==> src/common/issue_pkg.sv <==
// Issue stage shared definitions
package issue_pkg;

    // ----------------------------------------
    // Widths
    // ----------------------------------------
    parameter int XLEN       = 32;
    parameter int REG_IDX_W  = 5;
    parameter int NUM_REGS   = 32;
    parameter int INSTR_STEP = 4;

    // Register index fields inside the opcode
    parameter int RD_LSB = 7;
    parameter int RA_LSB = 15;
    parameter int RB_LSB = 20;

    typedef logic [XLEN-1:0]      word_t;
    typedef logic [REG_IDX_W-1:0] reg_idx_t;

    // ----------------------------------------
    // Signal groups
    // ----------------------------------------
    typedef struct packed {
        logic  valid;
        word_t instr;
        word_t pc;
        logic  exec;
        logic  lsu;
        logic  branch;
        logic  mul;
        logic  rd_valid;
    } fetch_word_t;

    typedef struct packed {
        logic  request;
        word_t pc;
    } redirect_t;

    typedef struct packed {
        word_t    opcode;
        word_t    pc;
        reg_idx_t rd;
        reg_idx_t ra;
        reg_idx_t rb;
        word_t    ra_operand;
        word_t    rb_operand;
    } issue_op_t;

    // rd is zero for an instruction with no register result
    typedef struct packed {
        logic     valid;
        logic     load;
        logic     mul;
        reg_idx_t rd;
        word_t    result;
    } stage_info_t;

    typedef enum logic [1:0] {
        STAGE_E1 = 2'd0,
        STAGE_E2 = 2'd1,
        STAGE_WB = 2'd2
    } pipe_stage_e;

endpackage

==> src/issue/operand_bypass.sv <==
// Operand forwarding for one issue slot
`timescale 1ns/10ps

module operand_bypass
(
     input  issue_pkg::fetch_word_t slot_i
    ,input  issue_pkg::word_t       rf_ra_i
    ,input  issue_pkg::word_t       rf_rb_i
    ,input  issue_pkg::stage_info_t e1_0_i
    ,input  issue_pkg::stage_info_t e1_1_i
    ,input  issue_pkg::stage_info_t e2_0_i
    ,input  issue_pkg::stage_info_t e2_1_i
    ,input  issue_pkg::stage_info_t wb_0_i
    ,input  issue_pkg::stage_info_t wb_1_i
    ,input  issue_pkg::word_t       alu0_result_i
    ,input  issue_pkg::word_t       alu1_result_i

    ,output issue_pkg::issue_op_t   op_o
);

// Oldest source first so the newest one lands last
function automatic issue_pkg::word_t pick(input issue_pkg::reg_idx_t idx,
                                          input issue_pkg::word_t rf_val);
    issue_pkg::word_t val;
    val = rf_val;
    if (wb_0_i.rd == idx)
        val = wb_0_i.result;
    if (wb_1_i.rd == idx)
        val = wb_1_i.result;
    if (e2_0_i.rd == idx)
        val = e2_0_i.result;
    if (e2_1_i.rd == idx)
        val = e2_1_i.result;
    if (e1_0_i.rd == idx)
        val = alu0_result_i;
    if (e1_1_i.rd == idx)
        val = alu1_result_i;
    // x0 is hardwired
    if (idx == '0)
        val = '0;
    return val;
endfunction

always_comb
begin
    op_o.opcode     = slot_i.instr;
    op_o.pc         = slot_i.pc;
    op_o.rd         = slot_i.instr[issue_pkg::RD_LSB +: issue_pkg::REG_IDX_W];
    op_o.ra         = slot_i.instr[issue_pkg::RA_LSB +: issue_pkg::REG_IDX_W];
    op_o.rb         = slot_i.instr[issue_pkg::RB_LSB +: issue_pkg::REG_IDX_W];
    op_o.ra_operand = pick(op_o.ra, rf_ra_i);
    op_o.rb_operand = pick(op_o.rb, rf_rb_i);
end

endmodule

==> config.mk <==
export PLATFORM = sky130hd
export DESIGN_NAME = operand_bypass
export DESIGN_NICKNAME = d
export VERILOG_FILES = /design/src/common/issue_pkg.sv /design/src/issue/operand_bypass.sv
export SDC_FILE = /design/constraint.sdc
export NUM_CORES = 1
export LEC_CHECK = 0
export BUFFER_PORTS_ARGS = -buffer_cell sky130_fd_sc_hd__buf_2
export CAP_MARGIN = 15
export CORE_AREA = 2 2 224 226
export DETAILED_ROUTE_END_ITERATION = 10
export DIE_AREA = 0 0 226 228
export PLACE_DENSITY = 0.33
export SLEW_MARGIN = 20
export SYNTH_ARGS = -nofsm -noshare
export SYNTH_HDL_FRONTEND = slang
export SYNTH_SLANG_ARGS = --single-unit
==> constraint.sdc <==
create_clock -name vclk -period 3.95
set_input_delay 0.79 -clock vclk [all_inputs]
set_output_delay 0.79 -clock vclk [all_outputs]
set_load 0.01 [all_outputs]
# After elaboration in Yosys (flattened, before gate mapping)
# Index checks and enable logic that the tools add are counted.
# word_totals
input_bits	438
mem_count	0
romBits	0
out_inout_bits	143
ff_bits	0
mem_bits_rw	0
latchBits	0
word_cells	28
# op_classes
div	0
bitwise	0
eq_ne	12
mux	14
add_sub_neg	0
mul	0
reduce_logical	2
shift	0
magnitude_cmp	0
# ops
operator	n
2-to-1 mux 32 bit	14
equality test 5 bit	12
logical NOT 5 bit	2

# Logic depth before layout (Yosys ltp)
# depth
depth_word	8
mapped_depth	9
ltp_nobuf	6

# Worst setup path before layout
# No wires, ideal clock.
# synth_timing
kind	input to output
start	in slot_i[52] (netlist bit)
end	out op_o[62] (netlist bit)
arrival_time_ns	2.232
cell_stages	8
slack_ns	0.928
path_cell_list	buf_4 -> xor2_1 -> nor3_4 -> nand2_2 -> buf_6 -> a211oi_2 -> nor4_1 -> o221a_1
# synth_rtl
element	line	text
from (decl)	operand_bypass.sv:6	input issue_pkg::fetch_word_t slot_i
to (decl)	operand_bypass.sv:18	,output issue_pkg::issue_op_t op_o

==> run_results.csv <==
group,metric,value,unit
run_status,outcome,"finished, final reports clean",
worst_setup_path,crit_top_cell,"buf_2",
final_layout,stdcell_count,1807,
final_layout,drive_gt1_share,45.0,%
yosys,synthTopCellsByArea,"o221a_1 (12%), buf_4 (11%), a21oi_1 (11%)",
power,leakagePower,3.42,nW
final_layout,fin_nets,1568,
power,power_density,138,nW/um^2
worst_setup_path,cp-end-kind,"output port",
worst_setup_path,critPathSlowestCell,"nor4_1",
placement,hpwl,34300,um
sta,relSlewSlack,61.6,%
floorplan,die_h,228,um
global_routing,antenna_found_initial,17,
yosys,synth_nets,1299,
worst_setup_path,path_buf_inv,3,
worst_setup_path,crit_required,3.16,ns
final_layout,fin_util,16.0,%
worst_setup_path,slowest_delay,0.43,ns
detailed_routing,totalWireLength,43800,um
global_routing,grt_max_degree,35,
final_layout,stdcell_area,7890,sq um
placement,dp_slack,0.136,ns
yosys,synth_area,5620,sq um
floorplan,initial_core_util,11.4,%
power,p_total,1.09,mW
final_layout,nFlopsAndLatches,0,
yosys,ys_types,26,
yosys,synth_warnings,0,
worst_setup_path,cp_top_family,"simple AND/OR/NAND/NOR gates",
floorplan,io_pins,581,
final_layout,area_growth,40.5,%
detailed_routing,dr.pass1.iters,5,
final_layout,nFillCells,5760,
placement,port_buffers,380,
placement,post_dp_cell_area,7860,sq um
worst_setup_path,critPathArrivalTime,3.04,ns
floorplan,rows,82,
worst_setup_path,start_kind,"input port",
placement,place_congestion,0.826,
sta,finalMaxSlewViolations,0,
sta,setup_violations,0,
floorplan,dieArea,51500,sq um
final_layout,seqCellArea,0,sq um
sta,rsz0062_at_grt,"false",
global_routing,overflow,0,
sta,period_needed,3.83,ns
placement,dp.cells,1800,
global_routing,grt_pass1_wl,60800,um
sta,hold_slack,1.58,ns
job,drv_cap,0,
worst_setup_path,path_class,"input port to output port",
worst_setup_path,cp_cell_sequence,"buf_2 -> xor2_1 -> nor3_2 -> and2_2 -> buf_4 -> a211oi_2 -> nor4_1 -> o221a_1 -> buf_2",
sta,fmax,0.261,GHz
yosys,synth_top_cell_by_area,"o221a_1",
global_routing,grt_pass1_vias,8640,
yosys,avgSynthCellArea,6.52,sq um
sta,hold_viol,0,
sta,finalCritPeriodShare,97.0,%
detailed_routing,drtIter0Drc,534,
sta,fin_tns_setup,0,ns
sta,worst_slack,0.117,ns
detailed_routing,routedWlPerCell,24.3,um
yosys,synth_top_area_share,12.0,%
yosys,synth-seq-area-share,0,%
floorplan,fp.dieW,226,um
floorplan,core_area,49300,sq um
detailed_routing,drcViolationCount,0,
detailed_routing,dr_total_vias,8257,
sta,worst_pin_slew,0.574,ns
worst_setup_path,cp_num_cells,9,
detailed_routing,ant_nets,0,
worst_setup_path,cp-endpoint,"op_o[39]",
yosys,syn_inst,861,
worst_setup_path,cp-startpoint,"slot_i[55]",
clock_tree,cts_hold_buf,0,
worst_setup_path,cp_max_fo,9,
power,vdd_ir_drop_max,0.0433,mV
final_layout,n_clock_buffer,0,
detailed_routing,via_per_inst,4.57,
global_routing,grt_usage,16.2,%
hold_path,hold_class,"input port to output port",
[report_power, final]
group / total [mW] / switching [mW] / internal [mW]
registers: 0 / 0 / 0
clock network: 0.000000182 / 0 / 0.000000182
logic: 1.09 / 0.615 / 0.473
[cells by family (layout without fill, tap and decap cells)]
| family | count (synthesis) | in the layout | synth area share (%) |
|---|---|---|---|
| and+or+nand+nor | 236 | 236 | 23.5 |
| AOI/OAI and AO/OA | 384 | 384 | 46.9 |
| other | 0 | 7 | 0 |
| buffers and inverters | 181 | 448 | 20.3 |
| xor gates and xnor gates | 60 | 60 | 9.36 |
[area by class of cell]
cell class                 instances  area (sq um)  area share (%)
tap                              672           841            10.7
antenna                            7          17.5           0.222
timing repair buffer             448          2500            31.7
multi-input combinational        680          4530            57.4
[synthesized netlist by cell type, types with 3 or more instances]
library cell  instances
a211oi_1             34
a211oi_2             30
a21oi_1             128
and2_1                4
and3_1               62
and4_1                4
buf_2                29
buf_4                86
buf_6                13
clkbuf_1             50
clkbuf_2              3
nand2_1               6
nand4_1               4
nor2_1               76
nor3_1                4
nor3_2                3
nor3_4                3
nor4_1               64
o21ai_0             128
o221a_1              60
o221a_2               4
xnor2_1              18
xor2_1               42
[metal layers]
metal	vias to the layer above	routed length (um)	part of all wire, %	track usage, %
met5	-	67	0.15	0
met4	12	1190	2.7	4.80
met3	105	3590	8.2	3.99
met2	508	20800	47	27.4
met1	3866	18200	42	20.0
li1	3766	-	-	-
[how the worst min path moves through the flow]
stage / depth (start not counted) / endpoint / start
6_report: 0 / op_o[106] / slot_i[32]
5_1_grt: 0 / op_o[82] / slot_i[8]
4_1_cts: 0 / op_o[102] / slot_i[28]
3_5_place_dp: 0 / op_o[102] / slot_i[28]
3_3_place_gp: 0 / op_o[102] / slot_i[28]
2_1_floorplan: 1 / op_o[100] / slot_i[26]
[placed cells by master, fill, tap and decap left out, types with 8 or more instances in the layout]
master	count
o21ai_0	128
nor2_1	74
buf_4	61
a211oi_2	29
o221a_1	60
nand2_2	8
a211oi_1	34
a21oi_1	128
xor2_1	42
xnor2_1	18
nor4_1	64
buf_2	380
and3_1	62
[repair_timing]
item | CTS | global route
buffers inserted | 0 | 0
hold endpoints to repair | 0 | 0
gates resized for setup | 0 | 1
setup endpoints to repair | 0 | 1
(Power assumes the default switching activity.)
