`config.mk`:
```
export PLATFORM = sky130hd
export DESIGN_NAME = pipe_tracker
export DESIGN_NICKNAME = d
export VERILOG_FILES = /design/src/common/issue_pkg.sv /design/src/pipe/pipe_tracker.sv
export SDC_FILE = /design/constraint.sdc
export NUM_CORES = 1
export LEC_CHECK = 0
export BUFFER_PORTS_ARGS = -buffer_cell sky130_fd_sc_hd__buf_2
export CAP_MARGIN = 30
export CORE_AREA = 3 3 110 112
export DETAILED_ROUTE_END_ITERATION = 10
export DIE_AREA = 0 0 113 115
export PLACE_DENSITY = 0.79
export SYNTH_ARGS = -nofsm -noshare
export SYNTH_HDL_FRONTEND = slang
export SYNTH_SLANG_ARGS = --single-unit
```
`constraint.sdc`:
```
create_clock -name clk_i -period 2.5 [get_ports clk_i]
set_input_delay 0 -clock clk_i [delete_from_list [all_inputs] [get_ports clk_i]]
set_output_delay 0 -clock clk_i [all_outputs]
set_load 0.02 [all_outputs]
```
`src/common/issue_pkg.sv`:
```
// Issue stage shared definitions
package issue_pkg;

    // ----------------------------------------
    // Widths
    // ----------------------------------------
    parameter int XLEN       = 32;
    parameter int REG_IDX_W  = 5;
    parameter int NUM_REGS   = 32;
    parameter int INSTR_STEP = 4;

    // Register index fields inside the opcode
    parameter int RD_LSB = 7;
    parameter int RA_LSB = 15;
    parameter int RB_LSB = 20;

    typedef logic [XLEN-1:0]      word_t;
    typedef logic [REG_IDX_W-1:0] reg_idx_t;

    // ----------------------------------------
    // Signal groups
    // ----------------------------------------
    typedef struct packed {
        logic  valid;
        word_t instr;
        word_t pc;
        logic  exec;
        logic  lsu;
        logic  branch;
        logic  mul;
        logic  rd_valid;
    } fetch_word_t;

    typedef struct packed {
        logic  request;
        word_t pc;
    } redirect_t;

    typedef struct packed {
        word_t    opcode;
        word_t    pc;
        reg_idx_t rd;
        reg_idx_t ra;
        reg_idx_t rb;
        word_t    ra_operand;
        word_t    rb_operand;
    } issue_op_t;

    // rd is zero for an instruction with no register result
    typedef struct packed {
        logic     valid;
        logic     load;
        logic     mul;
        reg_idx_t rd;
        word_t    result;
    } stage_info_t;

    typedef enum logic [1:0] {
        STAGE_E1 = 2'd0,
        STAGE_E2 = 2'd1,
        STAGE_WB = 2'd2
    } pipe_stage_e;

endpackage

```
`src/pipe/pipe_tracker.sv`:
```
// Pipe occupancy tracker for E1, E2 and WB
`timescale 1ns/10ps

module pipe_tracker
(
     input  logic                   clk_i
    ,input  logic                   rst_i
    ,input  logic                   issue_i
    ,input  issue_pkg::fetch_word_t slot_i
    ,input  issue_pkg::word_t       alu_result_i
    ,input  issue_pkg::word_t       mem_result_i
    ,input  issue_pkg::word_t       mul_result_i

    ,output issue_pkg::stage_info_t e1_o
    ,output issue_pkg::stage_info_t e2_o
    ,output issue_pkg::stage_info_t wb_o
);

issue_pkg::stage_info_t stage_q [3];
issue_pkg::stage_info_t e1_next;
logic                   writes_rd;

assign writes_rd = issue_i & slot_i.rd_valid;

// Decoded entry for E1
always_comb
begin
    e1_next.valid  = issue_i;
    e1_next.load   = writes_rd & slot_i.lsu;
    e1_next.mul    = issue_i & slot_i.mul;
    e1_next.rd     = writes_rd ? slot_i.instr[issue_pkg::RD_LSB +: issue_pkg::REG_IDX_W] : '0;
    e1_next.result = '0;
end

// The pipe never stalls
always_ff @(posedge clk_i or posedge rst_i)
begin
    if (rst_i)
    begin
        stage_q[issue_pkg::STAGE_E1] <= '0;
        stage_q[issue_pkg::STAGE_E2] <= '0;
        stage_q[issue_pkg::STAGE_WB] <= '0;
    end
    else
    begin
        stage_q[issue_pkg::STAGE_E1] <= e1_next;
        stage_q[issue_pkg::STAGE_E2] <= e1_o;
        stage_q[issue_pkg::STAGE_WB] <= e2_o;
    end
end

// ALU value arrives in E1, memory and multiply in E2
always_comb
begin
    e1_o        = stage_q[issue_pkg::STAGE_E1];
    e1_o.result = alu_result_i;

    e2_o = stage_q[issue_pkg::STAGE_E2];
    if (e2_o.load)
        e2_o.result = mem_result_i;
    else if (e2_o.mul)
        e2_o.result = mul_result_i;
end

assign wb_o = stage_q[issue_pkg::STAGE_WB];

// A register destination never rides in an empty stage
assert property (@(posedge clk_i) disable iff (rst_i)
    ((e1_o.rd == '0) || e1_o.valid) &&
    ((e2_o.rd == '0) || e2_o.valid) &&
    ((wb_o.rd == '0) || wb_o.valid));

endmodule

```
---- Word-level counts from Yosys, hierarchy flattened ----
Cells that the tools add are included.
Widths: inputs -> output; s select.
storage, ports and cells
  register bits after elaboration ......... 88
  bits in latches ......................... 0
  RAM bits ................................ 0
  memory bits (read-only) ................. 0
  input bits .............................. 169
  output and inout bits ................... 120
  word-level logic and storage cells ...... 20
  memories ................................ 0
cells by class
  add/subtract/negate cells ............... 0
  multipliers ............................. 0
  divide/modulo/power cells ............... 0
  order comparisons ....................... 0
  equal/unequal tests ..................... 0
  shift operators ......................... 0
  mux-type cells .......................... 3
  bitwise operators ....................... 3
  reduce and logical (&&, ||, !) cells .... 0
operators with widths
  operator     number
  $mux 32      2
  $mux 5       1
  $and 1x1->1  3

---- Logic depth before layout (Yosys ltp) ----
  depth after elaboration ................. 2
  gate-level depth with buffers ........... 4
  mapped depth without buffers ............ 2

---- Least setup slack after synthesis ----
Ideal clock, no wire load.
  path type ............................... register to register
  start point ............................. register stage_q (netlist bit e2_o[37])
  end point ............................... register stage_q (netlist bit wb_o[30])
  library setup time ...................... 186 ps
  data arrival time ....................... 1152 ps
  required time ........................... 2314 ps
  path slack .............................. 1162 ps
  stages on the path, launching flop included .. 4
  buffers on the path ..................... 1
  period minus slack after synthesis ...... 1338 ps
  path through ............................ dfrtp_1 > buf_6 > mux2i_1 > o21ai_0
RTL lines
  element                          RTL line            RTL
  start, declared                  pipe_tracker.sv:19  issue_pkg::stage_info_t stage_q [3];
  start signal, assigned by index  pipe_tracker.sv:46  stage_q[issue_pkg::STAGE_E1] <= e1_next;
  start signal, assigned by index  pipe_tracker.sv:47  stage_q[issue_pkg::STAGE_E2] <= e1_o;
  start signal, assigned by index  pipe_tracker.sv:48  stage_q[issue_pkg::STAGE_WB] <= e2_o;

---- Worst setup path in the final report ----
  start point ............................. register stage_q (netlist bit e2_o[37])
  end point ............................... register stage_q (netlist bit wb_o[27])
between the ends
  cells in the longest elaborated chain, start to end .. 2
ends and longest elaborated chain
  element  RTL line            RTL
  $mux 32  pipe_tracker.sv:61  else if (e2_o.mul)
  $mux 32  pipe_tracker.sv:59  if (e2_o.load)
Every way passes these cells.

==> key figures <==
STA
  – FMAX: 481 MHz
  – Setup violations, final: 0
  – Clock skew: 4.16 ps
  – Post-layout minimum cycle time: 2080 ps
  – RSZ-0062 raised after global routing: no
  – Post-route setup TNS: 0 ps
  – Fin. max-slew vios: 0
  – PnR worst setup slack: between 400 and 500 ps
  – Final worst-path cycle share: 83.2%
  – Fin. Hold Viols: 0
  – Max_slew headroom: around 60%
  – Slew of the pin with the lowest slew margin: 624 ps

Power and ir drop
  – Pwr per Cell Area: 672 nW/um^2
  – Leak Pwr: 0.00284 uW
  – Peak supply drop: 0.000539 V

Global routing
  – Initial antenna violation count: 0
  – Vias in the first global route: 3149
  – First-pass GRT wire length: 16000 um
  – GRT Total Usage: 16.1%
  – Largest net degree at the start of global routing: 52
  – Gr ovfl total: 0

Job
  – Max Cap Violations: 0

Synth
  – Cell variety after synth: 13
  – Syn_nets: 460
  – Synthesis-stage register bit count: 88
  – Synth warn: 0
  – Post-synthesis compound-gate area fraction: 4.63%
  – Synthesized cell area: 3620 sq um
  – Post-Synth Adder-Cell Area: 0%
  – Syn Inst Count: 291
  – Synth Area per Inst: about 12 sq um
  – Post-synthesis simple-gate area fraction: 4.52%
  – Main combinational cell family by area after synthesis: buffers and inverters
  – Post-Synth XOR/XNOR Area: 0%
  – Sequential-to-total area share from yosys stat: between 60% and 70%
  – Mux share of post-synthesis cell area: under 10%

Clocking
  – Num CTS Buffers: 9
  – Max H-tree Level: 3
  – Hold Buf Count CTS: 98
  – Latest clock arrival within the worst-skew pair: about 330 ps
  – Clock sink total: 88
  – Setup bufs post-CTS: 0
  – Root buf cell: clkbuf_16
  – CTS resizes: 0
  – CTS tree: yes
  – Clock transition at path regs: 60 ps
  – Maximum clock path buffer count: 2

Setup path
  – Worst reg2reg setup slack: between 400 and 500 ps
  – Kind of critical path: register to register
  – CP Data Required Time: about 2700 ps
  – Critical Path Source Type: register
  – Endpoint type of the worst setup path: register
  – Critical path arrival: 2290 ps
  – CP Max Fanout: 16

Placement
  – Pre-CTS setup slack: 889 ps
  – Placed cell areas: roughly 4200 sq um
  – DP Wirelength: between 6000 and 7000 um
  – Port Buffers: 226
  – Final Wtd Congestion: 0.736

Finish
  – Fin util: 48.9%
  – Share of post-route cells with drive strength above 1: 46.9%
  – Final instance area: 5540 sq um
  – ANT cells: 0
  – Area Overhead vs Synth: 52.7%
  – Nets: 701

Floorplan
  – Initial Utilization: 32.0%
  – Row Count: 39
  – Die area: 13000 sq um
  – Core area: 11300 sq um
  – Die Height: about 120 um
  – Ports: about 290
  – Die Wd: 113 um

Route
  – First DRT Iteration DRCs: 55
  – Vias/cell: 4.24
  – Wirelength per Cell: around 15 um
  – Via count: between 2000 and 3000
  – DRC errors left: 0
  – Detailed Route WL: between 10000 and 15000 um
  – Routed Antenna Nets: 0
  – DR pass1 iterations: 6

Worst hold path
  – Hold/Removal Path Class: primary input to register

Run status
  – Status: completed
## critical path, stage by stage, from the launching register on
cell and delay, ps:
dfrtp_2 670, buf_4 360, mux2i_1 220, o21ai_1 80
dlygate4sd3_1 600
## flip-flops by register name, summed over array words and instances (netlist names)
signal and cells:
wb_o 40, stage_q 32, e1_o 8, e2_o 8
## worst paths after layout
kind	startpoint	end	cells past startpoint
min	mul_result_i[13]	wb_o[13]	3
max	e2_o[37]	wb_o[27]	4
max reg2reg	e2_o[37]	wb_o[27]	4
min reg2reg	e2_o[32]	wb_o[32]	0
max in group asynchronous	rst_i	wb_o[29]	4
min in group asynchronous	rst_i	e1_o[37]	3
## metrics by stage
stage	hold WS, ps	instances	total power (uW)
global route	18.8	680	3900
detailed placement	121	566	2150
finish	8.54	680	3720
CTS	0.765	680	3770
global placement	119	566	2140
floorplan	31.4	291	2010
## report_power, final
part	internal, uW	switching (uW)
Sequential	1510	39.4
Combinational	316	391
Clock	927	530
## routing by layer
metal | up-vias | routed length [um] | global-route usage (%)
li1 | 1349 | - | -
met1 | 1358 | 3600 | 16.7
met2 | 151 | 5760 | 29.7
met3 | 28 | 732 | 5.11
met4 | 0 | 340 | 7.21
met5 | - | 0 | 0
## cell families (layout without fill, tap and decap cells)
group	Yosys count	count (layout)
AND/OR/NAND/NOR	39	39
multiplexers	32	32
AO/OA/AOI/OAI	32	32
buffers and inverters	100	346
flip-flops	88	88
## Yosys cell counts
master | count | area, sq um
o21ai_0 | 2 | 10.0
dfrtp_1 | 88 | 2200
buf_6 | 1 | 11.3
o21ai_2 | 2 | 17.5
buf_12 | 3 | 60.1
mux2i_1 | 32 | 320
and3_1 | 6 | 37.5
buf_4 | 88 | 661
inv_1 | 1 | 3.75
o21ai_1 | 28 | 140
buf_2 | 7 | 35.0
and2_1 | 1 | 6.26
nand2_1 | 32 | 120
## layout make-up
class,instances,area [sq um]
clock buffers,11,253
clock inverters,5,78.8
fillers,971,5790
inverters,1,6.26
multi-input cells,103,652
flip-flops and latches,88,2200
well taps,143,179
repair buffers,329,2160
## cells in the final DEF (no fill, tap or decap)
cell type        n
dlygate4sd3_1   98
o21ai_2          2
buf_2          226
buf_12           1
mux2i_1         32
dfrtp_2          2
o21ai_1         28
o21ai_0          2
buf_4            4
and3_1           6
dfrtp_1         86
inv_4            1
clkbuf_16        9
clkinv_2         2
bufinv_16        2
clkinv_4         1
clkbuf_8         2
and2_1           1
nand2_1         32
Power figures use the tool's default switching activity.
