--- src/common/issue_pkg.sv ---
// Issue stage shared definitions
package issue_pkg;

    // ----------------------------------------
    // Widths
    // ----------------------------------------
    parameter int XLEN       = 32;
    parameter int REG_IDX_W  = 5;
    parameter int NUM_REGS   = 32;
    parameter int INSTR_STEP = 4;

    // Register index fields inside the opcode
    parameter int RD_LSB = 7;
    parameter int RA_LSB = 15;
    parameter int RB_LSB = 20;

    typedef logic [XLEN-1:0]      word_t;
    typedef logic [REG_IDX_W-1:0] reg_idx_t;

    // ----------------------------------------
    // Signal groups
    // ----------------------------------------
    typedef struct packed {
        logic  valid;
        word_t instr;
        word_t pc;
        logic  exec;
        logic  lsu;
        logic  branch;
        logic  mul;
        logic  rd_valid;
    } fetch_word_t;

    typedef struct packed {
        logic  request;
        word_t pc;
    } redirect_t;

    typedef struct packed {
        word_t    opcode;
        word_t    pc;
        reg_idx_t rd;
        reg_idx_t ra;
        reg_idx_t rb;
        word_t    ra_operand;
        word_t    rb_operand;
    } issue_op_t;

    // rd is zero for an instruction with no register result
    typedef struct packed {
        logic     valid;
        logic     load;
        logic     mul;
        reg_idx_t rd;
        word_t    result;
    } stage_info_t;

    typedef enum logic [1:0] {
        STAGE_E1 = 2'd0,
        STAGE_E2 = 2'd1,
        STAGE_WB = 2'd2
    } pipe_stage_e;

endpackage

--- src/issue/issue_sched.sv ---
// Scoreboard and dual-issue scheduler
`timescale 1ns/10ps

module issue_sched
#(
     parameter int LOAD_BYPASS = 1
    ,parameter int MUL_BYPASS  = 1
)
(
     input  logic                   clk_i
    ,input  logic                   rst_i
    ,input  issue_pkg::fetch_word_t slot0_i
    ,input  issue_pkg::fetch_word_t slot1_i
    ,input  logic                   sel_word1_i
    ,input  logic                   lsu_stall_i
    ,input  issue_pkg::stage_info_t e1_0_i
    ,input  issue_pkg::stage_info_t e1_1_i
    ,input  issue_pkg::stage_info_t e2_0_i
    ,input  issue_pkg::stage_info_t e2_1_i

    ,output logic                   issue0_o
    ,output logic                   issue1_o
    ,output logic                   fetch0_accept_o
    ,output logic                   fetch1_accept_o
    ,output logic                   route_lsu1_o
    ,output logic                   route_mul1_o
    ,output logic                   lsu_valid_o
    ,output logic                   mul_valid_o
    ,output logic [1:0]             issued_count_o
);

issue_pkg::reg_idx_t ra0, rb0, rd0;
issue_pkg::reg_idx_t ra1, rb1, rd1;
logic [issue_pkg::NUM_REGS-1:0] sb;
logic pair_ok;

assign ra0 = slot0_i.instr[issue_pkg::RA_LSB +: issue_pkg::REG_IDX_W];
assign rb0 = slot0_i.instr[issue_pkg::RB_LSB +: issue_pkg::REG_IDX_W];
assign rd0 = slot0_i.instr[issue_pkg::RD_LSB +: issue_pkg::REG_IDX_W];
assign ra1 = slot1_i.instr[issue_pkg::RA_LSB +: issue_pkg::REG_IDX_W];
assign rb1 = slot1_i.instr[issue_pkg::RB_LSB +: issue_pkg::REG_IDX_W];
assign rd1 = slot1_i.instr[issue_pkg::RD_LSB +: issue_pkg::REG_IDX_W];

// Which class pairs the second pipe can take
assign pair_ok =
    ((slot0_i.exec | slot0_i.lsu | slot0_i.mul) & (slot1_i.exec | slot1_i.branch)) |
    ((slot0_i.exec | slot0_i.mul) & slot1_i.lsu) |
    ((slot0_i.exec | slot0_i.lsu) & slot1_i.mul);

always_comb
begin
    sb = '0;

    // Results not ready in E1
    if (e1_0_i.load || e1_0_i.mul)
        sb[e1_0_i.rd] = 1'b1;
    if (e1_1_i.load || e1_1_i.mul)
        sb[e1_1_i.rd] = 1'b1;

    // E2 results that cannot be forwarded
    if (LOAD_BYPASS == 0)
    begin
        if (e2_0_i.load)
            sb[e2_0_i.rd] = 1'b1;
        if (e2_1_i.load)
            sb[e2_1_i.rd] = 1'b1;
    end
    if (MUL_BYPASS == 0)
    begin
        if (e2_0_i.mul)
            sb[e2_0_i.rd] = 1'b1;
        if (e2_1_i.mul)
            sb[e2_1_i.rd] = 1'b1;
    end
    sb[0] = 1'b0;

    issue0_o = slot0_i.valid && !lsu_stall_i && !(sb[ra0] || sb[rb0] || sb[rd0]);

    // Slot 1 may not use what slot 0 writes this cycle
    if (issue0_o && slot0_i.rd_valid && rd0 != '0)
        sb[rd0] = 1'b1;

    issue1_o = issue0_o && pair_ok && slot1_i.valid && !(sb[ra1] || sb[rb1] || sb[rd1]);
end

// A word-1-only selection drops word 0 along with the issue
assign fetch0_accept_o = issue0_o;
assign fetch1_accept_o = sel_word1_i ? issue0_o : issue1_o;

assign route_lsu1_o = issue1_o & slot1_i.lsu;
assign route_mul1_o = issue1_o & slot1_i.mul;
assign lsu_valid_o  = route_lsu1_o | (issue0_o & slot0_i.lsu);
assign mul_valid_o  = route_mul1_o | (issue0_o & slot0_i.mul);

assign issued_count_o = {1'b0, issue0_o} + {1'b0, issue1_o};

// ----------------------------------------
// Checks
// ----------------------------------------
assert property (@(posedge clk_i) disable iff (rst_i) issue1_o |-> issue0_o);

assert property (@(posedge clk_i) disable iff (rst_i)
    lsu_stall_i |-> !(fetch0_accept_o || fetch1_accept_o));

endmodule

--- config.mk ---
export PLATFORM = sky130hd
export DESIGN_NAME = issue_sched
export DESIGN_NICKNAME = d
export VERILOG_FILES = /design/src/common/issue_pkg.sv /design/src/issue/issue_sched.sv
export SDC_FILE = /design/constraint.sdc
export NUM_CORES = 1
export LEC_CHECK = 0
export ABC_AREA = 1
export BUFFER_PORTS_ARGS = -buffer_cell sky130_fd_sc_hd__clkbuf_2
export CAP_MARGIN = 10
export CELL_PAD_IN_SITES_DETAIL_PLACEMENT = 1
export CELL_PAD_IN_SITES_GLOBAL_PLACEMENT = 1
export CORE_UTILIZATION = 21
export DETAILED_ROUTE_END_ITERATION = 16
export GPL_ROUTABILITY_DRIVEN = 0
export GPL_TIMING_DRIVEN = 0
export PLACE_DENSITY = 0.86
export SYNTH_ARGS = -nofsm -noshare
export SYNTH_HDL_FRONTEND = slang
export SYNTH_SLANG_ARGS = --single-unit
--- constraint.sdc ---
create_clock -name vclk -period 4
set_input_delay 0.8 -clock vclk [all_inputs]
set_output_delay 0.8 -clock vclk [all_outputs]
set_load 0.01 [all_outputs]
* After elaboration in Yosys (flattened, before gate mapping)
Index checks and enable logic that the tools add are counted.
** Operators by class
- Add/sub/neg operators :: 1
- Order comparisons :: 11
- Bitwise logic cells :: 17
- Reduce and logical (&&, ||, !) cells :: 20
- Multiplexer cells :: 22
** Operators by type and width (number)
- 32-bit two-way mux :: 3
- 32-bit bitwise OR :: 2
- 5-bit by 6-bit < comparator with 1-bit output, second input constant :: 8
- 1-bit binary-select mux with 5-bit select :: 6
- 1-bit demux with 5-bit select :: 3
- 5-bit by 1-bit greater-or-equal comparator with 1-bit output, second input constant :: 3
- 1-bit logical AND :: 10
- 1-bit two-way mux :: 10
- 1-bit bitwise OR :: 8
- 1-bit AND :: 7
- 1-bit logical OR :: 6
- 5-bit nonzero test :: 1
- 1-bit zero test :: 3
- 1-bit by 1-bit adder with 2-bit output :: 1
** Word-level totals
- Flip-flop bits (word level) :: 0
- Word-level logic and storage cells :: 71
- Bits of input ports :: 304

* Logic depth before layout (Yosys ltp)
- Depth in word-level cells :: 24
- Gate-level depth with buffers :: 28

* Worst setup path before layout
OpenSTA, ideal clock, no wires.
- Path kind :: input -> output
- From :: input e1_1_i[37] in the netlist's numbering
- To :: output issued_count_o[0]
- Arrival time :: 2.894 ns
- Path buffers :: 1
- Stages :: 22
- Data required time :: 3.200 ns
- Path slack :: 0.306 ns
- Cells stage by stage :: nor2_4 > nor2_2 > nand2_1 > nand2_1 > nand2_1 > nand2_1 > o21ai_1 > nand3_1 > nor2_1 > nand3_1 > nor2_4 > buf_2 > nand4_1 > nand3_1 > nand3_1 > nand2_1 > nand3_1 > nand2_1 > nand2_1 > nand2_1 > nor2_4 > a21oi_1
** Between the ends
- Cells in the longest elaborated chain, start to end :: 18
- Elaborated cells between the ends (all ways) :: 29
** Ends and longest elaborated chain
- start, declared :: line issue_sched.sv:17 : ,input issue_pkg::stage_info_t e1_1_i
- 1-bit logical OR * :: line issue_sched.sv:57 : if (e1_1_i.load || e1_1_i.mul)
- 32-bit two-way mux * :: line issue_sched.sv:57
- 1-bit binary-select mux with 5-bit select :: line issue_sched.sv:77 : issue0_o = slot0_i.valid && !lsu_stall_i && !(sb[ra0] || sb[rb0] || sb[rd0]);
- 1-bit two-way mux (not written as such) :: line issue_sched.sv:77
- 1-bit logical OR (2 in series) :: line issue_sched.sv:77
- 1-bit zero test :: line issue_sched.sv:77
- 1-bit logical AND :: line issue_sched.sv:77
- 1-bit logical AND (2 in series) :: line issue_sched.sv:80 : if (issue0_o && slot0_i.rd_valid && rd0 != '0)
- 32-bit two-way mux :: line issue_sched.sv:80
- 1-bit binary-select mux with 5-bit select :: line issue_sched.sv:83 : issue1_o = issue0_o && pair_ok && slot1_i.valid && !(sb[ra1] || sb[rb1] || sb[rd1]);
- 1-bit two-way mux (not written as such) :: line issue_sched.sv:83
- 1-bit logical OR (2 in series) :: line issue_sched.sv:83
- 1-bit zero test :: line issue_sched.sv:83
- 1-bit logical AND :: line issue_sched.sv:83
- 1-bit by 1-bit adder with 2-bit output * :: line issue_sched.sv:95 : assign issued_count_o = {1'b0, issue0_o} + {1'b0, issue1_o};
- end, declared :: line issue_sched.sv:29 : ,output logic [1:0] issued_count_o
Every way passes the cells marked *; elsewhere a longest branch is shown, timed or not. The select of a mux whose other input is x is not followed.

* Worst setup path after layout
- From :: input e1_0_i[37] in the netlist's numbering
- To :: output lsu_valid_o
** Between the ends
- Cells in the longest elaborated chain, start to end :: 21
- Elaborated cells between the ends (all ways) :: 33
** Ends and longest elaborated chain
- start, declared :: line issue_sched.sv:16 : ,input issue_pkg::stage_info_t e1_0_i
- 1-bit logical OR * :: line issue_sched.sv:55 : if (e1_0_i.load || e1_0_i.mul)
- 32-bit two-way mux * :: line issue_sched.sv:55
- 32-bit bitwise OR (no line)
- 32-bit two-way mux * :: line issue_sched.sv:57
- 1-bit binary-select mux with 5-bit select :: line issue_sched.sv:77
- 1-bit two-way mux (not written as such) :: line issue_sched.sv:77
- 1-bit logical OR (2 in series) :: line issue_sched.sv:77
- 1-bit zero test :: line issue_sched.sv:77
- [3 not listed]
- 32-bit two-way mux :: line issue_sched.sv:80
- 1-bit binary-select mux with 5-bit select :: line issue_sched.sv:83
- 1-bit two-way mux (not written as such) :: line issue_sched.sv:83
- 1-bit logical OR (2 in series) :: line issue_sched.sv:83
- 1-bit zero test :: line issue_sched.sv:83
- 1-bit logical AND :: line issue_sched.sv:83
- 1-bit AND :: line issue_sched.sv:90 : assign route_lsu1_o = issue1_o & slot1_i.lsu;
- 1-bit bitwise OR * :: line issue_sched.sv:92 : assign lsu_valid_o = route_lsu1_o | (issue0_o & slot0_i.lsu);
- end, declared :: line issue_sched.sv:27 : ,output logic lsu_valid_o
Marked as above.

==> results.json <==
{
  "outcome": "finished with violations",
  "cp_slowest_cell": "nor2_4",
  "fmaxAchievable_mhz": 215,
  "ir_drop_mv": 0.0476,
  "rsz0062_at_grt": "yes",
  "relSlewSlack_pct": 59.6,
  "dieArea_um2": 16000,
  "drv_cap": 0,
  "vias": 5839,
  "period_minus_slack_ps": 4650,
  "vias_per_cell": 5.71,
  "die_x_um": 127,
  "syn_area_per_cell_um2": 4.30,
  "netlist_instances": 757,
  "pwr-share-comb_pct": 100.0,
  "fin_crit_sh_pct": 116,
  "worst_slack_ps": -646,
  "antenna_found_initial": 0,
  "n_clock_buffer": 0,
  "worst_setup_path_start_kind": "input pin",
  "power_density_nw_per_um2": 93.3,
  "grt_util_all_layers_pct": 21.4,
  "path_class": "input pin to output port",
  "ctsHoldBuffers": 0,
  "p_sw_uw": 293,
  "tightest_slew_ps": 603,
  "cp.required_ps": 3200,
  "nNetsFinal": 1140,
  "slew_viol_final": 0,
  "cp_max_fo": 8,
  "n_sequential_cell": 0,
  "post-route-util_pct": 30.3,
  "top_layer": "met4",
  "port-buffer-count": 57,
  "die_h_um": 127,
  "ios": 314,
  "overflow": 0,
  "synthesis.nets": 1061,
  "yosys_warnings": 0,
  "grt_max_degree": 11,
  "yosysSeqAreaShare_pct": 0,
  "firstDrtPassIters": 8,
  "arrival_ps": 3850,
  "setup.worst_path.end_class": "output port",
  "antenna_left": 0,
  "finalSetupViolCount": 8,
  "grt_pass1_vias": 5478,
  "antenna_cells": 0,
  "core-area_um2": 15100,
  "area_growth_pct": 40.8,
  "finalHoldViolations": 0,
  "switching_share_pct": 68.6,
  "worstPathBufferInverterCount": 6,
  "p_clk_share_pct": 0,
  "wl_met3_um": 1750,
  "leakagePower_uw": 0.00234,
  "min_path_type": "input pin to output port",
  "final_common_cell": "nand2_1",
  "rows": 45,
  "seqCellArea_um2": 0,
  "wl_per_cell_um": 19.2,
  "totalWireLength_um": 19600,
  "critPathMaxStageDelay_ps": 320,
  "final_cell_mix": "nand2_1 (224), nand3_1 (120), nor2_1 (79), nand2_2 (73), inv_1 (70)",
  "drive_gt1_share_pct": 31.8,
  "fin_hold_ws_ps": 1910,
  "drtIter0Drc": 662,
  "cp_top_family": "simple AND/OR/NAND/NOR gates",
  "grt_pass1_wl_um": 27500,
  "syn-cell-area_um2": 3260,
  "violations": "setup timing",
  "wl_met2_um": 9290,
  "yosysUniqueCellTypes": 22,
  "power_frac_seq_pct": 0,
  "setup-tns-final_ps": -5000,
  "p_total_uw": 428,
  "wl_met1_um": 7180,
  "p_int_uw": 134,
  "remaining_drc_errors": 0,
  "start_util_pct": 21.5,
  "dp_hpwl_um": 13500
}
## synthesized netlist by cell type, drive strengths merged
cell    instances  share of area (%)
a21boi          1               0.23
nand3         145                 22
a21oi          32                4.9
nor2          114                 15
nor3            1               0.15
clkinv          3               0.35
o21ai          16                2.6
clkbuf          6               0.69
buf            12                2.0
o32ai           1               0.27
inv            94                 11
nand2         307                 35
nand4          25                4.8
## area by class of cell
type / instances / area [um2]
fill: 2097 / 10600
buffer: 17 / 100
tap: 188 / 235
multi-input combinational: 642 / 3370
timing repair buffer: 78 / 502
inverter: 97 / 372
## cell families (layout without fill, tap and decap cells)
kind of cell           after synthesis  in the layout  synth area share, %
AO/OA/AOI/OAI                       50             50                 7.99
AND/OR/NAND/NOR                    592            592                 78.1
buffers and inverters              115            192                 13.9
## path summary, 6_finish.rpt
path	endpoint	cells past startpoint	startpoint
setup / recovery	lsu_valid_o	28	e1_0_i[37]
hold / removal	fetch1_accept_o	4	sel_word1_i
## per-layer routing
| layer | global-route usage [%] | up-vias |
|---|---|---|
| met5 | 0 | - |
| met4 | 10.2 | 0 |
| met3 | 1.60 | 157 |
| met2 | 37.4 | 433 |
| met1 | 26.5 | 2670 |
| li1 | - | 2579 |
## per-stage QoR
stage | instance area (um2) | worst slack (ps) | instances
global placement | 3780 | -523 | 1002
global route | 4580 | -858 | 1022
finish | 4580 | -646 | 1022
floorplan | 3260 | 306 | 757
CTS | 4070 | -460 | 1012
detailed placement | 3780 | -636 | 1002
## power groups by stage
| stage | clock network, uW | logic [uW] | registers (uW) |
|---|---|---|---|
| after floorplan | 0 | 211 | 0 |
| after global placement | 0 | 314 | 0 |
| after detailed placement | 0 | 325 | 0 |
| after CTS | 0 | 354 | 0 |
| after global routing | 0 | 457 | 0 |
| final | 0 | 428 | 0 |
## repair_timing
item	in CTS	in global routing
gates resized for setup	64	134
gates cloned	2	0
buffers inserted	8	11
pin swaps	36	85
setup endpoints to repair	8	9
No activity file was read; power rests on OpenSTA's default activity.
