## src/common/issue_pkg.sv

```systemverilog
// Issue stage shared definitions
package issue_pkg;

    // ----------------------------------------
    // Widths
    // ----------------------------------------
    parameter int XLEN       = 32;
    parameter int REG_IDX_W  = 5;
    parameter int NUM_REGS   = 32;
    parameter int INSTR_STEP = 4;

    // Register index fields inside the opcode
    parameter int RD_LSB = 7;
    parameter int RA_LSB = 15;
    parameter int RB_LSB = 20;

    typedef logic [XLEN-1:0]      word_t;
    typedef logic [REG_IDX_W-1:0] reg_idx_t;

    // ----------------------------------------
    // Signal groups
    // ----------------------------------------
    typedef struct packed {
        logic  valid;
        word_t instr;
        word_t pc;
        logic  exec;
        logic  lsu;
        logic  branch;
        logic  mul;
        logic  rd_valid;
    } fetch_word_t;

    typedef struct packed {
        logic  request;
        word_t pc;
    } redirect_t;

    typedef struct packed {
        word_t    opcode;
        word_t    pc;
        reg_idx_t rd;
        reg_idx_t ra;
        reg_idx_t rb;
        word_t    ra_operand;
        word_t    rb_operand;
    } issue_op_t;

    // rd is zero for an instruction with no register result
    typedef struct packed {
        logic     valid;
        logic     load;
        logic     mul;
        reg_idx_t rd;
        word_t    result;
    } stage_info_t;

    typedef enum logic [1:0] {
        STAGE_E1 = 2'd0,
        STAGE_E2 = 2'd1,
        STAGE_WB = 2'd2
    } pipe_stage_e;

endpackage

```

## src/issue/fetch_align.sv

```systemverilog
// Expected PC and slot alignment
`timescale 1ns/10ps

module fetch_align
(
     input  logic                   clk_i
    ,input  logic                   rst_i
    ,input  issue_pkg::fetch_word_t fetch0_i
    ,input  issue_pkg::fetch_word_t fetch1_i
    ,input  issue_pkg::redirect_t   redirect0_i
    ,input  issue_pkg::redirect_t   redirect1_i
    ,input  logic [1:0]             issued_count_i

    ,output issue_pkg::fetch_word_t slot0_o
    ,output issue_pkg::fetch_word_t slot1_o
    ,output logic                   sel_word1_o
    ,output logic                   branch_request_o
    ,output issue_pkg::word_t       branch_pc_o
);

issue_pkg::word_t pc_q;
issue_pkg::word_t pc_step;

assign pc_step = issue_pkg::word_t'(issued_count_i) * issue_pkg::word_t'(issue_pkg::INSTR_STEP);

// Pipe 1 holds the younger branch, so its correction wins
always_ff @(posedge clk_i or posedge rst_i)
begin
    if (rst_i)
        pc_q <= '0;
    else if (redirect1_i.request)
        pc_q <= redirect1_i.pc;
    else if (redirect0_i.request)
        pc_q <= redirect0_i.pc;
    else
        pc_q <= pc_q + pc_step;
end

always_comb
begin
    slot0_o          = '0;
    slot1_o          = '0;
    sel_word1_o      = 1'b0;
    branch_request_o = 1'b0;

    if (fetch0_i.valid && fetch0_i.pc == pc_q)
    begin
        slot0_o = fetch0_i;
        slot1_o = fetch1_i;
    end
    // Word 0 skipped, word 1 moves to the first slot
    else if (fetch1_i.valid && fetch1_i.pc == pc_q)
    begin
        slot0_o     = fetch1_i;
        sel_word1_o = 1'b1;
    end
    // Nothing at the expected PC
    else if (fetch0_i.valid || fetch1_i.valid)
        branch_request_o = 1'b1;
end

assign branch_pc_o = pc_q;

endmodule

```

## config.mk

```make
export PLATFORM = sky130hd
export DESIGN_NAME = fetch_align
export DESIGN_NICKNAME = d
export VERILOG_FILES = /design/src/common/issue_pkg.sv /design/src/issue/fetch_align.sv
export SDC_FILE = /design/constraint.sdc
export NUM_CORES = 1
export LEC_CHECK = 0
export ABC_CLOCK_PERIOD_IN_PS = 4140
export BUFFER_PORTS_ARGS = -buffer_cell sky130_fd_sc_hd__buf_2
export CORE_AREA = 4 4 146 148
export CTS_CLUSTER_DIAMETER = 80
export DETAILED_ROUTE_END_ITERATION = 7
export DIE_AREA = 0 0 150 152
export GPL_TIMING_DRIVEN = 1
export PLACE_DENSITY = 0.66
export SLEW_MARGIN = 20
export SYNTH_ARGS = -nofsm -noshare
export SYNTH_HDL_FRONTEND = slang
export SYNTH_SLANG_ARGS = --single-unit
```

## constraint.sdc

```tcl
create_clock -name clk_i -period 4.14 [get_ports clk_i]
set_clock_uncertainty 0.1 [all_clocks]
set_input_delay 0.414 -clock clk_i [delete_from_list [all_inputs] [get_ports clk_i]]
set_output_delay 0.414 -clock clk_i [all_outputs]
set_load 0.02 [all_outputs]
```

-- Yosys cells after proc, flatten, opt, wreduce, memory -nomap -nowiden
Index checks and enable logic that the tools add are counted.
- add/sub/neg operators: 1
- mux-type cells: 10
- equal/unequal tests: 2
- reductions and logical operators: 3
- operator list (cell ; number):
    70-bit two-way mux ; 3
    32-bit equality test ; 2
    32-bit two-way mux ; 2
    32-bit by 4-bit adder with 32-bit output ; 1
    1-bit two-way mux ; 5
    1-bit logical AND ; 2
    1-bit logical OR ; 1
- logic and storage cells: 17
- register bits: 32
- input bits: 210
- output and inout bits: 174

-- Logic depth before layout (Yosys ltp)
Gate-level depths: netlist of run 1.
- word-level depth: 4
- depth in mapped cells: 9

-- Worst setup path before layout of run 1
Ideal clock, no wire load.
- path kind: flip-flop to flip-flop
- start point: register pc_q[2] (netlist: branch_pc_o[2])
- end point: register pc_q[28] (netlist: branch_pc_o[28])
- data arrival time: 2.589 ns
- required time: 3.908 ns
- stages on the path, launching flop included: 10
- path slack: 1.319 ns
- cell sequence: dfrtp_1 -> ha_1 -> inv_1 -> fa_1 -> nand4b_1 -> or4_4 -> buf_6 -> o31a_1 -> o31ai_1 -> o21ai_1
- word-level cells in the longest chain between the ends: 3
- RTL lines (item ; RTL line ; source):
    start, declared ; fetch_align.sv:21 ; issue_pkg::word_t pc_q;
    start signal, assigned ; fetch_align.sv:32 ; pc_q <= redirect1_i.pc;
    start signal, assigned ; fetch_align.sv:34 ; pc_q <= redirect0_i.pc;
    start signal, assigned ; fetch_align.sv:36 ; pc_q <= pc_q + pc_step;
    32-bit by 4-bit adder with 32-bit output ; fetch_align.sv:36 ;
    32-bit two-way mux ; fetch_align.sv:33 ; else if (redirect0_i.request)
    32-bit two-way mux ; fetch_align.sv:31 ; else if (redirect1_i.request)
No other way between the ends.

==> results of run 1 <==
[synth_stat cells, types with 2 or more instances]
cell type    n
nor4_1      13
nand2b_1     6
nand3_1      5
nand4_1     87
nor2_1       9
inv_1       77
o31a_1       3
a21oi_1     14
nand2_1     34
o22ai_1      9
dfrtp_1     32
buf_4        2
mux2_2       3
and2_1     139
o21ai_1      3
clkbuf_1    43
o31ai_1      5
clkbuf_2     4
buf_6        9
buf_2       14
ha_1         2
mux2i_1     82
nor4_2       2
and3_1       3
xor2_1      48
nor3_1       8
a31o_2       2
o21ai_0     16
nor2b_1      2
xnor2_1     38
[worst max-delay path: stages, from the launching register on]
cell,delay [ns]
dfrtp_1,0.50
xor2_1,0.22
nor4_1,0.55
nand3_1,0.22
nor3_4,0.21
buf_4,0.16
buf_12,0.34
mux2i_1,0.28
buf_2,0.20
[report_power, final]
group	total, mW	leakage, nW	internal (mW)	switching, mW
Combinational	0.531	3.53	0.232	0.299
Sequential	0.422	0.375	0.343	0.0786
Clock	0.380	0.0691	0.239	0.141
[metrics by stage]
stage          hold WS (ns)  instances  utilization, %
6_report              0.116       1338            37.9
5_1_grt               0.167       1338            37.9
4_1_cts               0.127       1338            37.9
3_5_place_dp          0.431       1330            37.1
3_3_place_gp          0.431       1330            37.1
2_1_floorplan         0.430        730               -
[routing by layer]
metal / up-vias / track usage (%) / wire [um]
met5: - / 0 / 45
met2: 309 / 38.6 / 13200
met1: 2957 / 25.8 / 10300
met3: 39 / 2.98 / 1870
met4: 8 / 5.14 / 544
li1: 3135 / - / -
[kinds of logic (layout without fill, tap and decap cells)]
kind of cell,Yosys count,in the layout
multiplexers,85,85
flip-flops,32,32
AO/OA/AOI/OAI,55,55
AND/OR/NAND/NOR,318,318
adder cells (fa/ha/maj),3,3
buffers and inverters,151,489
XOR/XNOR,86,86
[path summary, 6_finish.rpt]
path,startpoint,end,slack (ns),cells past startpoint
max,branch_pc_o[12]$_DFF_PP0_,slot0_o[51],0.63,8
min,rst_i,branch_pc_o[28]$_DFF_PP0_,0.12,3
max reg2reg,branch_pc_o[2]$_DFF_PP0_,branch_pc_o[30]$_DFF_PP0_,1.17,8
min reg2reg,branch_pc_o[1]$_DFFE_PP0P_,branch_pc_o[1]$_DFFE_PP0P_,0.62,2
max in group asynchronous,rst_i,branch_pc_o[1]$_DFFE_PP0P_,3.50,3
min in group clk_i,redirect1_i[11],branch_pc_o[11]$_DFF_PP0_,0.24,3
[layout make-up]
class                           instances  area [um^2]
Clock inverter                          2         15.0
Sequential cell                        32          801
Fill cell                            2142        12500
Inverter                               78          293
Multi-Input combinational cell        547         3920
Tap cell                              270          338
Clock buffer                            6          139
Timing Repair Buffer                  403         2080
==> impl_metrics.csv, run 1 <==
group,metric,value,unit
run_status,outcome,"finished, final reports clean",
power,leakagePower,3.97,nW
sta,clock.fmax,285,MHz
sta,setup_viol,0,
detailed_routing,totalWireLength,26.0,mm
place,hpwl_after_detailed_placement,21.6,mm
floorplan,die-area,22800,um^2
place,placed_area,7430,um^2
setup_path,critical_path_peak_fanout,83,
power,powerDensity,176,nW/um^2
yosys,synth_top_family_by_area,"simple AND/OR/NAND/NOR gates",
clocking,cts-resized-gates,0,
setup_path,worst_ep_required_time,3.63,ns
clocking,cts.path.max_buffers,2,
setup_path,timing.setup.critical_path_class,"flip-flop to primary output",
final_layout,most_common_library_cell_in_the_layout_ignoring_fill_and_taps,"buf_2",
detailed_routing,route.vias.total,6448,
global_route,grt_first_pass_wirelength,37.4,mm
yosys,syn-cell-area,5370,um^2
setup_path,worst_ep_arrival_time,3.00,ns
yosys,synth_edf_count,0,
run,max_capacitance_violation_count,0,
floorplan,core,20000,um^2
clocking,worst_setup_hold_path_clk_slew,0.06,ns
final_layout,largest_reg_flops,32,
hold_path,hold_class,"input port to async pin",
sta,finalMaxSlewViolations,0,
yosys,synth_warnings,0,
global_route,antenna_violations_before_repair,4,
global_route,global_route.overflow_total,0,
sta,slew-limit-headroom,46.9,%
global_route,grt_pass1_vias,6140,
yosys,syn_area_per_cell,7.35,um^2
detailed_routing,wl_per_cell,19.4,um
setup_path,worst_setup_path_end_kind,"primary output",
sta,min_period_over_period,84.8,%
floorplan,row_count,52,
place,gp_congestion,0.953,
clocking,cts_setup_buffers,0,
clocking,clock_tree.htree_level_count,2,
clocking,cts_tree,"built",
sta,timing.final.hold_violations,0,
clocking,holdBufCountCts,0,
sta,setup-tns-final,0,ns
yosys,synth_fp_nets,943,
detailed_routing,viasPerCell,4.82,
clocking,clock_insertion_delay_worst_skew,0.28,ns
yosys,muxShareOfSynthArea,15.9,%
yosys,synth_compound_gate_area_share,6.11,%
place,port_buffers,383,
yosys,synth_seq_cells,32,
final_layout,ant_diodes,0,
yosys,synthXorXnorAreaFrac,14.0,%
yosys,dominantRegCellSynth,"dfrtp_1",
final_layout,top_library_cells_by_usage_in_the_layout_fill_and_taps_aside,"buf_2 (383), and2_1 (139), nand4_1 (87)",
final_layout,drive_gt1_share,39.8,%
floorplan,floorplan.io_pins,384,
yosys,netlist-cell-type-count,46,
sta,worstMarginPinSlew,0.796,ns
yosys,post_synth_fa_ha_maj_area_fraction,0.839,%
floorplan,initial_util,26.8,%
global_route,pin_count_of_the_biggest_net_entering_global_routing,84,
floorplan,fp.dieH,152,um
detailed_routing,drtIter0Drc,243,
detailed_routing,route.detailed.drc,0,
sta,fin_crit,3.51,ns
final_layout,post-route-cell-area,7590,um^2
yosys,synth_simple_gate_area_share,35.8,%
sta,setup_ws_final,0.630,ns
yosys,synth_top_cells_by_area,"and2_1 (16%), mux2i_1 (15%), dfrtp_1 (15%), nand4_1 (10%), xor2_1 (7.8%)",
detailed_routing,dr.pass1.iters,7,
setup_path,start_kind,"flip-flop",
yosys,yosys.area.top_type,"and2_1",
yosys,synth.top_cell.area_share,16.2,%
yosys,syn-instance-count,730,
yosys,synth-async-reset-ratio,100,%
yosys,seq_area_frac_synth,14.9,%
detailed_routing,postRouteAntennaNets,0,
power,post-layout-total-power,1.33,mW
clocking,number_of_buffers_inserted_during_clock_tree_synthesis,5,
sta,unrepaired_setup_endpoints_after_global_routing,"false",
clocking,cts.sink_count,32,
place,dpl_worst_slack,0.836,ns
power,ir_drop,0.218,mV
final_layout,layout.nets,1280,
global_route,grt_usage,21.1,%
final_layout,area_delta_synth_final,41.4,%
clocking,cts-root-buf,"clkbuf_16",
floorplan,die_w,150,um
Power figures use the tool's default switching activity.
==> inputs of run 2 (changes only) <==
Settings changed: ABC_CLOCK_PERIOD_IN_PS 4140 to 3180, PLACE_DENSITY 0.66 to 0.68.
Clock period 4.14 ns to 3.18 ns, I/O delays scaled along.
==> run 2 against run 1 <==
  * Die area is the same
  * First-iteration DRC count increased by 41%
  * Cell area increased by 3.4%
  * Via count is 1.9% higher
  * Flip-flop and latch count is the same
  * Worst setup slack got worse by 0.48 ns
  * Clock power up 28%
  * Global-route usage up 0.53 points
  * Combinational power rose by 43%
  * Sequential power is 23% higher
  * Largest power group unchanged
==> impl_metrics.csv, run 2 (same netlist as run 1, synthesis figures left out) <==
group,metric,value,unit
sta,setup_viol,0,
final_layout,final-seq-area,803,um^2
power,p_switching,0.672,mW
place,gp_congestion,0.863,
sta,timing.final.hold_violations,0,
sta,min_period_over_period,95.3,%
place,hpwl_after_detailed_placement,21.5,mm
place,port_buffers,383,
detailed_routing,wl_per_cell,19.6,um
final_layout,drive_gt1_share,41.3,%
detailed_routing,viasPerCell,4.84,
power,reg_power_share,29.4,%
final_layout,n_fill_cell,2100,
floorplan,die_w,150,um
final_layout,final-instance-count-excl-fill,1358,
clocking,worst_setup_hold_path_clk_slew,0.05,ns
detailed_routing,dr.pass1.iters,5,
run,max_capacitance_violation_count,0,
detailed_routing,route.detailed.drc,0,
global_route,antenna_violations_before_repair,4,
clocking,cts-root-buf,"clkbuf_16",
clocking,number_of_buffers_inserted_during_clock_tree_synthesis,5,
setup_path,worst_setup_path_end_kind,"primary output",
final_layout,largest_reg_flops,32,
detailed_routing,drtIter0Drc,343,
global_route,gr-usage-met2,39.5,%
floorplan,core,20000,um^2
global_route,grt_util_met3,4.29,%
final_layout,final_util,39.2,%
floorplan,fp.dieH,152,um
power,comb_power_share,43.0,%
setup_path,worst_ep_required_time,2.76,ns
setup_path,worst_r2r_path_depth,8,
final_layout,most_common_library_cell_in_the_layout_ignoring_fill_and_taps,"buf_2",
floorplan,initial_util,26.8,%
global_route,grt_usage,21.6,%
final_layout,top_library_cells_by_usage_in_the_layout_fill_and_taps_aside,"buf_2 (381), and2_1 (139), nand4_1 (87)",
sta,setup-tns-final,0,ns
run_status,outcome,"finished, final reports clean",
global_route,grt_pass1_vias,6247,
power,powerDensity,225,nW/um^2
sta,finalMaxSlewViolations,0,
setup_path,regToRegStartpoint,"branch_pc_o[2]$_DFF_PP0_",
power,power.share.clock,27.6,%
setup_path,timing.setup.critical_path_class,"flip-flop to primary output",
floorplan,row_count,52,
setup_path,critical_path_buf_inv_count,4,
sta,clock.fmax,330,MHz
power,ir_drop,0.276,mV
global_route,global_route.overflow_total,0,
clocking,cts.sink_count,32,
setup_path,critical_path.most_common_cell,"buf_4",
sta,worst_hold_slack,0.0265,ns
detailed_routing,totalWireLength,26.6,mm
global_route,grt-busiest-layer,"met2",
power,power_report.internal_total,1.09,mW
global_route,gr_layer_usage_met1,26.0,%
detailed_routing,postRouteAntennaNets,0,
final_layout,area_delta_synth_final,46.2,%
floorplan,die-area,22800,um^2
setup_path,worst_r2r_endpoint,"branch_pc_o[30]$_DFF_PP0_",
setup_path,critical_path_peak_fanout,12,
global_route,pin_count_of_the_biggest_net_entering_global_routing,69,
power,leakagePower,4.09,nW
setup_path,longest_individual_stage_delay_on_the_worst_path,0.46,ns
sta,fin_crit,3.03,ns
clocking,cts_tree,"built",
detailed_routing,route.vias.total,6570,
final_layout,area_of_the_multi_input_gates,3950,um^2
clocking,holdBufCountCts,0,
setup_path,start_kind,"flip-flop",
power,sw_frac_of_total,38.1,%
sta,worstMarginPinSlew,1.03,ns
global_route,grt_first_pass_wirelength,38.2,mm
setup_path,crit_path_top_delay_cell,"dfrtp_2",
place,dpl.cell_count,1344,
hold_path,hold_class,"input port to async pin",
final_layout,layout.nets,1298,
sta,slew-limit-headroom,30.9,%
clocking,clock_insertion_delay_worst_skew,0.28,ns
setup_path,timing.critical_path.cells,"xor2_1 > nor4_2 > buf_4 > nand3_1 > nor3_4 > buf_6 > buf_12 > mux2i_2 > buf_4",
clocking,clock_tree.htree_level_count,2,
setup_path,ff2ff_setup_slack,0.25,ns
clocking,cts.path.max_buffers,2,
sta,unrepaired_setup_endpoints_after_global_routing,"false",
floorplan,floorplan.io_pins,384,
setup_path,worst_ep_arrival_time,2.61,ns
setup_path,path_delay_family,"buffers and inverters",
-- run 2: changes by cell type in the layout (fill, tap and decap cells not counted), moves of 3 or more --
cell	before	now
mux2i_1	82	79
mux2i_2	0	3
buf_6	0	3
buf_4	19	31
-- run 2: worst register-to-register path, cell delays in order (launching register included) --
cell      delay, ns
dfrtp_1        0.42
ha_1           0.21
inv_1          0.06
fa_1           0.42
nand4b_1       0.26
or4_4          0.65
o31a_1         0.33
o31ai_1        0.24
o21ai_1        0.10
-- run 2: worst max path at each step --
stage / endpoint / slack, ns / depth (start not counted) / startpoint
2_1_floorplan: branch_pc_o[28]$_DFF_PP0_ / 0.36 / 9 / branch_pc_o[2]$_DFF_PP0_
3_3_place_gp: slot0_o[11] / 0.17 / 8 / branch_pc_o[25]$_DFF_PP0_
3_5_place_dp: slot0_o[11] / 0.11 / 8 / branch_pc_o[25]$_DFF_PP0_
4_1_cts: slot0_o[9] / -0.02 / 9 / branch_pc_o[19]$_DFF_PP0_
5_1_grt: branch_request_o / 0.04 / 7 / branch_pc_o[24]$_DFF_PP0_
6_report: slot0_o[11] / 0.15 / 9 / branch_pc_o[21]$_DFF_PP0_
-- run 2: power by group through the flow --
| stage | clock [mW] | combinational [mW] | sequential, mW |
|---|---|---|---|
| finish | 0.487 | 0.757 | 0.518 |
| global route | 0.516 | 0.829 | 0.525 |
| CTS | 0.498 | 0.767 | 0.518 |
| detailed placement | 0 | 0.760 | 0.525 |
| global placement | 0 | 0.756 | 0.524 |
| floorplan | 0 | 0.365 | 0.542 |
-- run 2: repair_timing --
action                     4_1_cts  5_1_grt
resized for setup                6        8
setup buffers                    1        0
cloned                           2        1
setup endpoints to repair      107       55
pin swaps                        2        2
-- run 2: area by class of cell --
class / count / share of cell area [%]
antenna: 2 / 0.0638
clock buffer: 8 / 1.87
inverter: 78 / 3.73
multi-input combinational: 547 / 50.3
sequential: 32 / 10.2
tap: 270 / 4.31
timing repair buffer: 421 / 29.5
-- run 2: stage by stage --
stage | total power [mW] | area (um^2) | worst slack [ns]
2_1_floorplan | 0.907 | 5370 | 0.359
3_3_place_gp | 1.28 | 7560 | 0.166
3_5_place_dp | 1.29 | 7560 | 0.114
4_1_cts | 1.78 | 7800 | -0.0182
5_1_grt | 1.87 | 7840 | 0.0393
6_report | 1.76 | 7850 | 0.149
-- run 2: layer usage --
metal / up-vias / wire, um
li1: 3179 / -
met1: 3019 / 10300
met2: 323 / 13600
met3: 43 / 2160
met4: 6 / 524
met5: - / 46
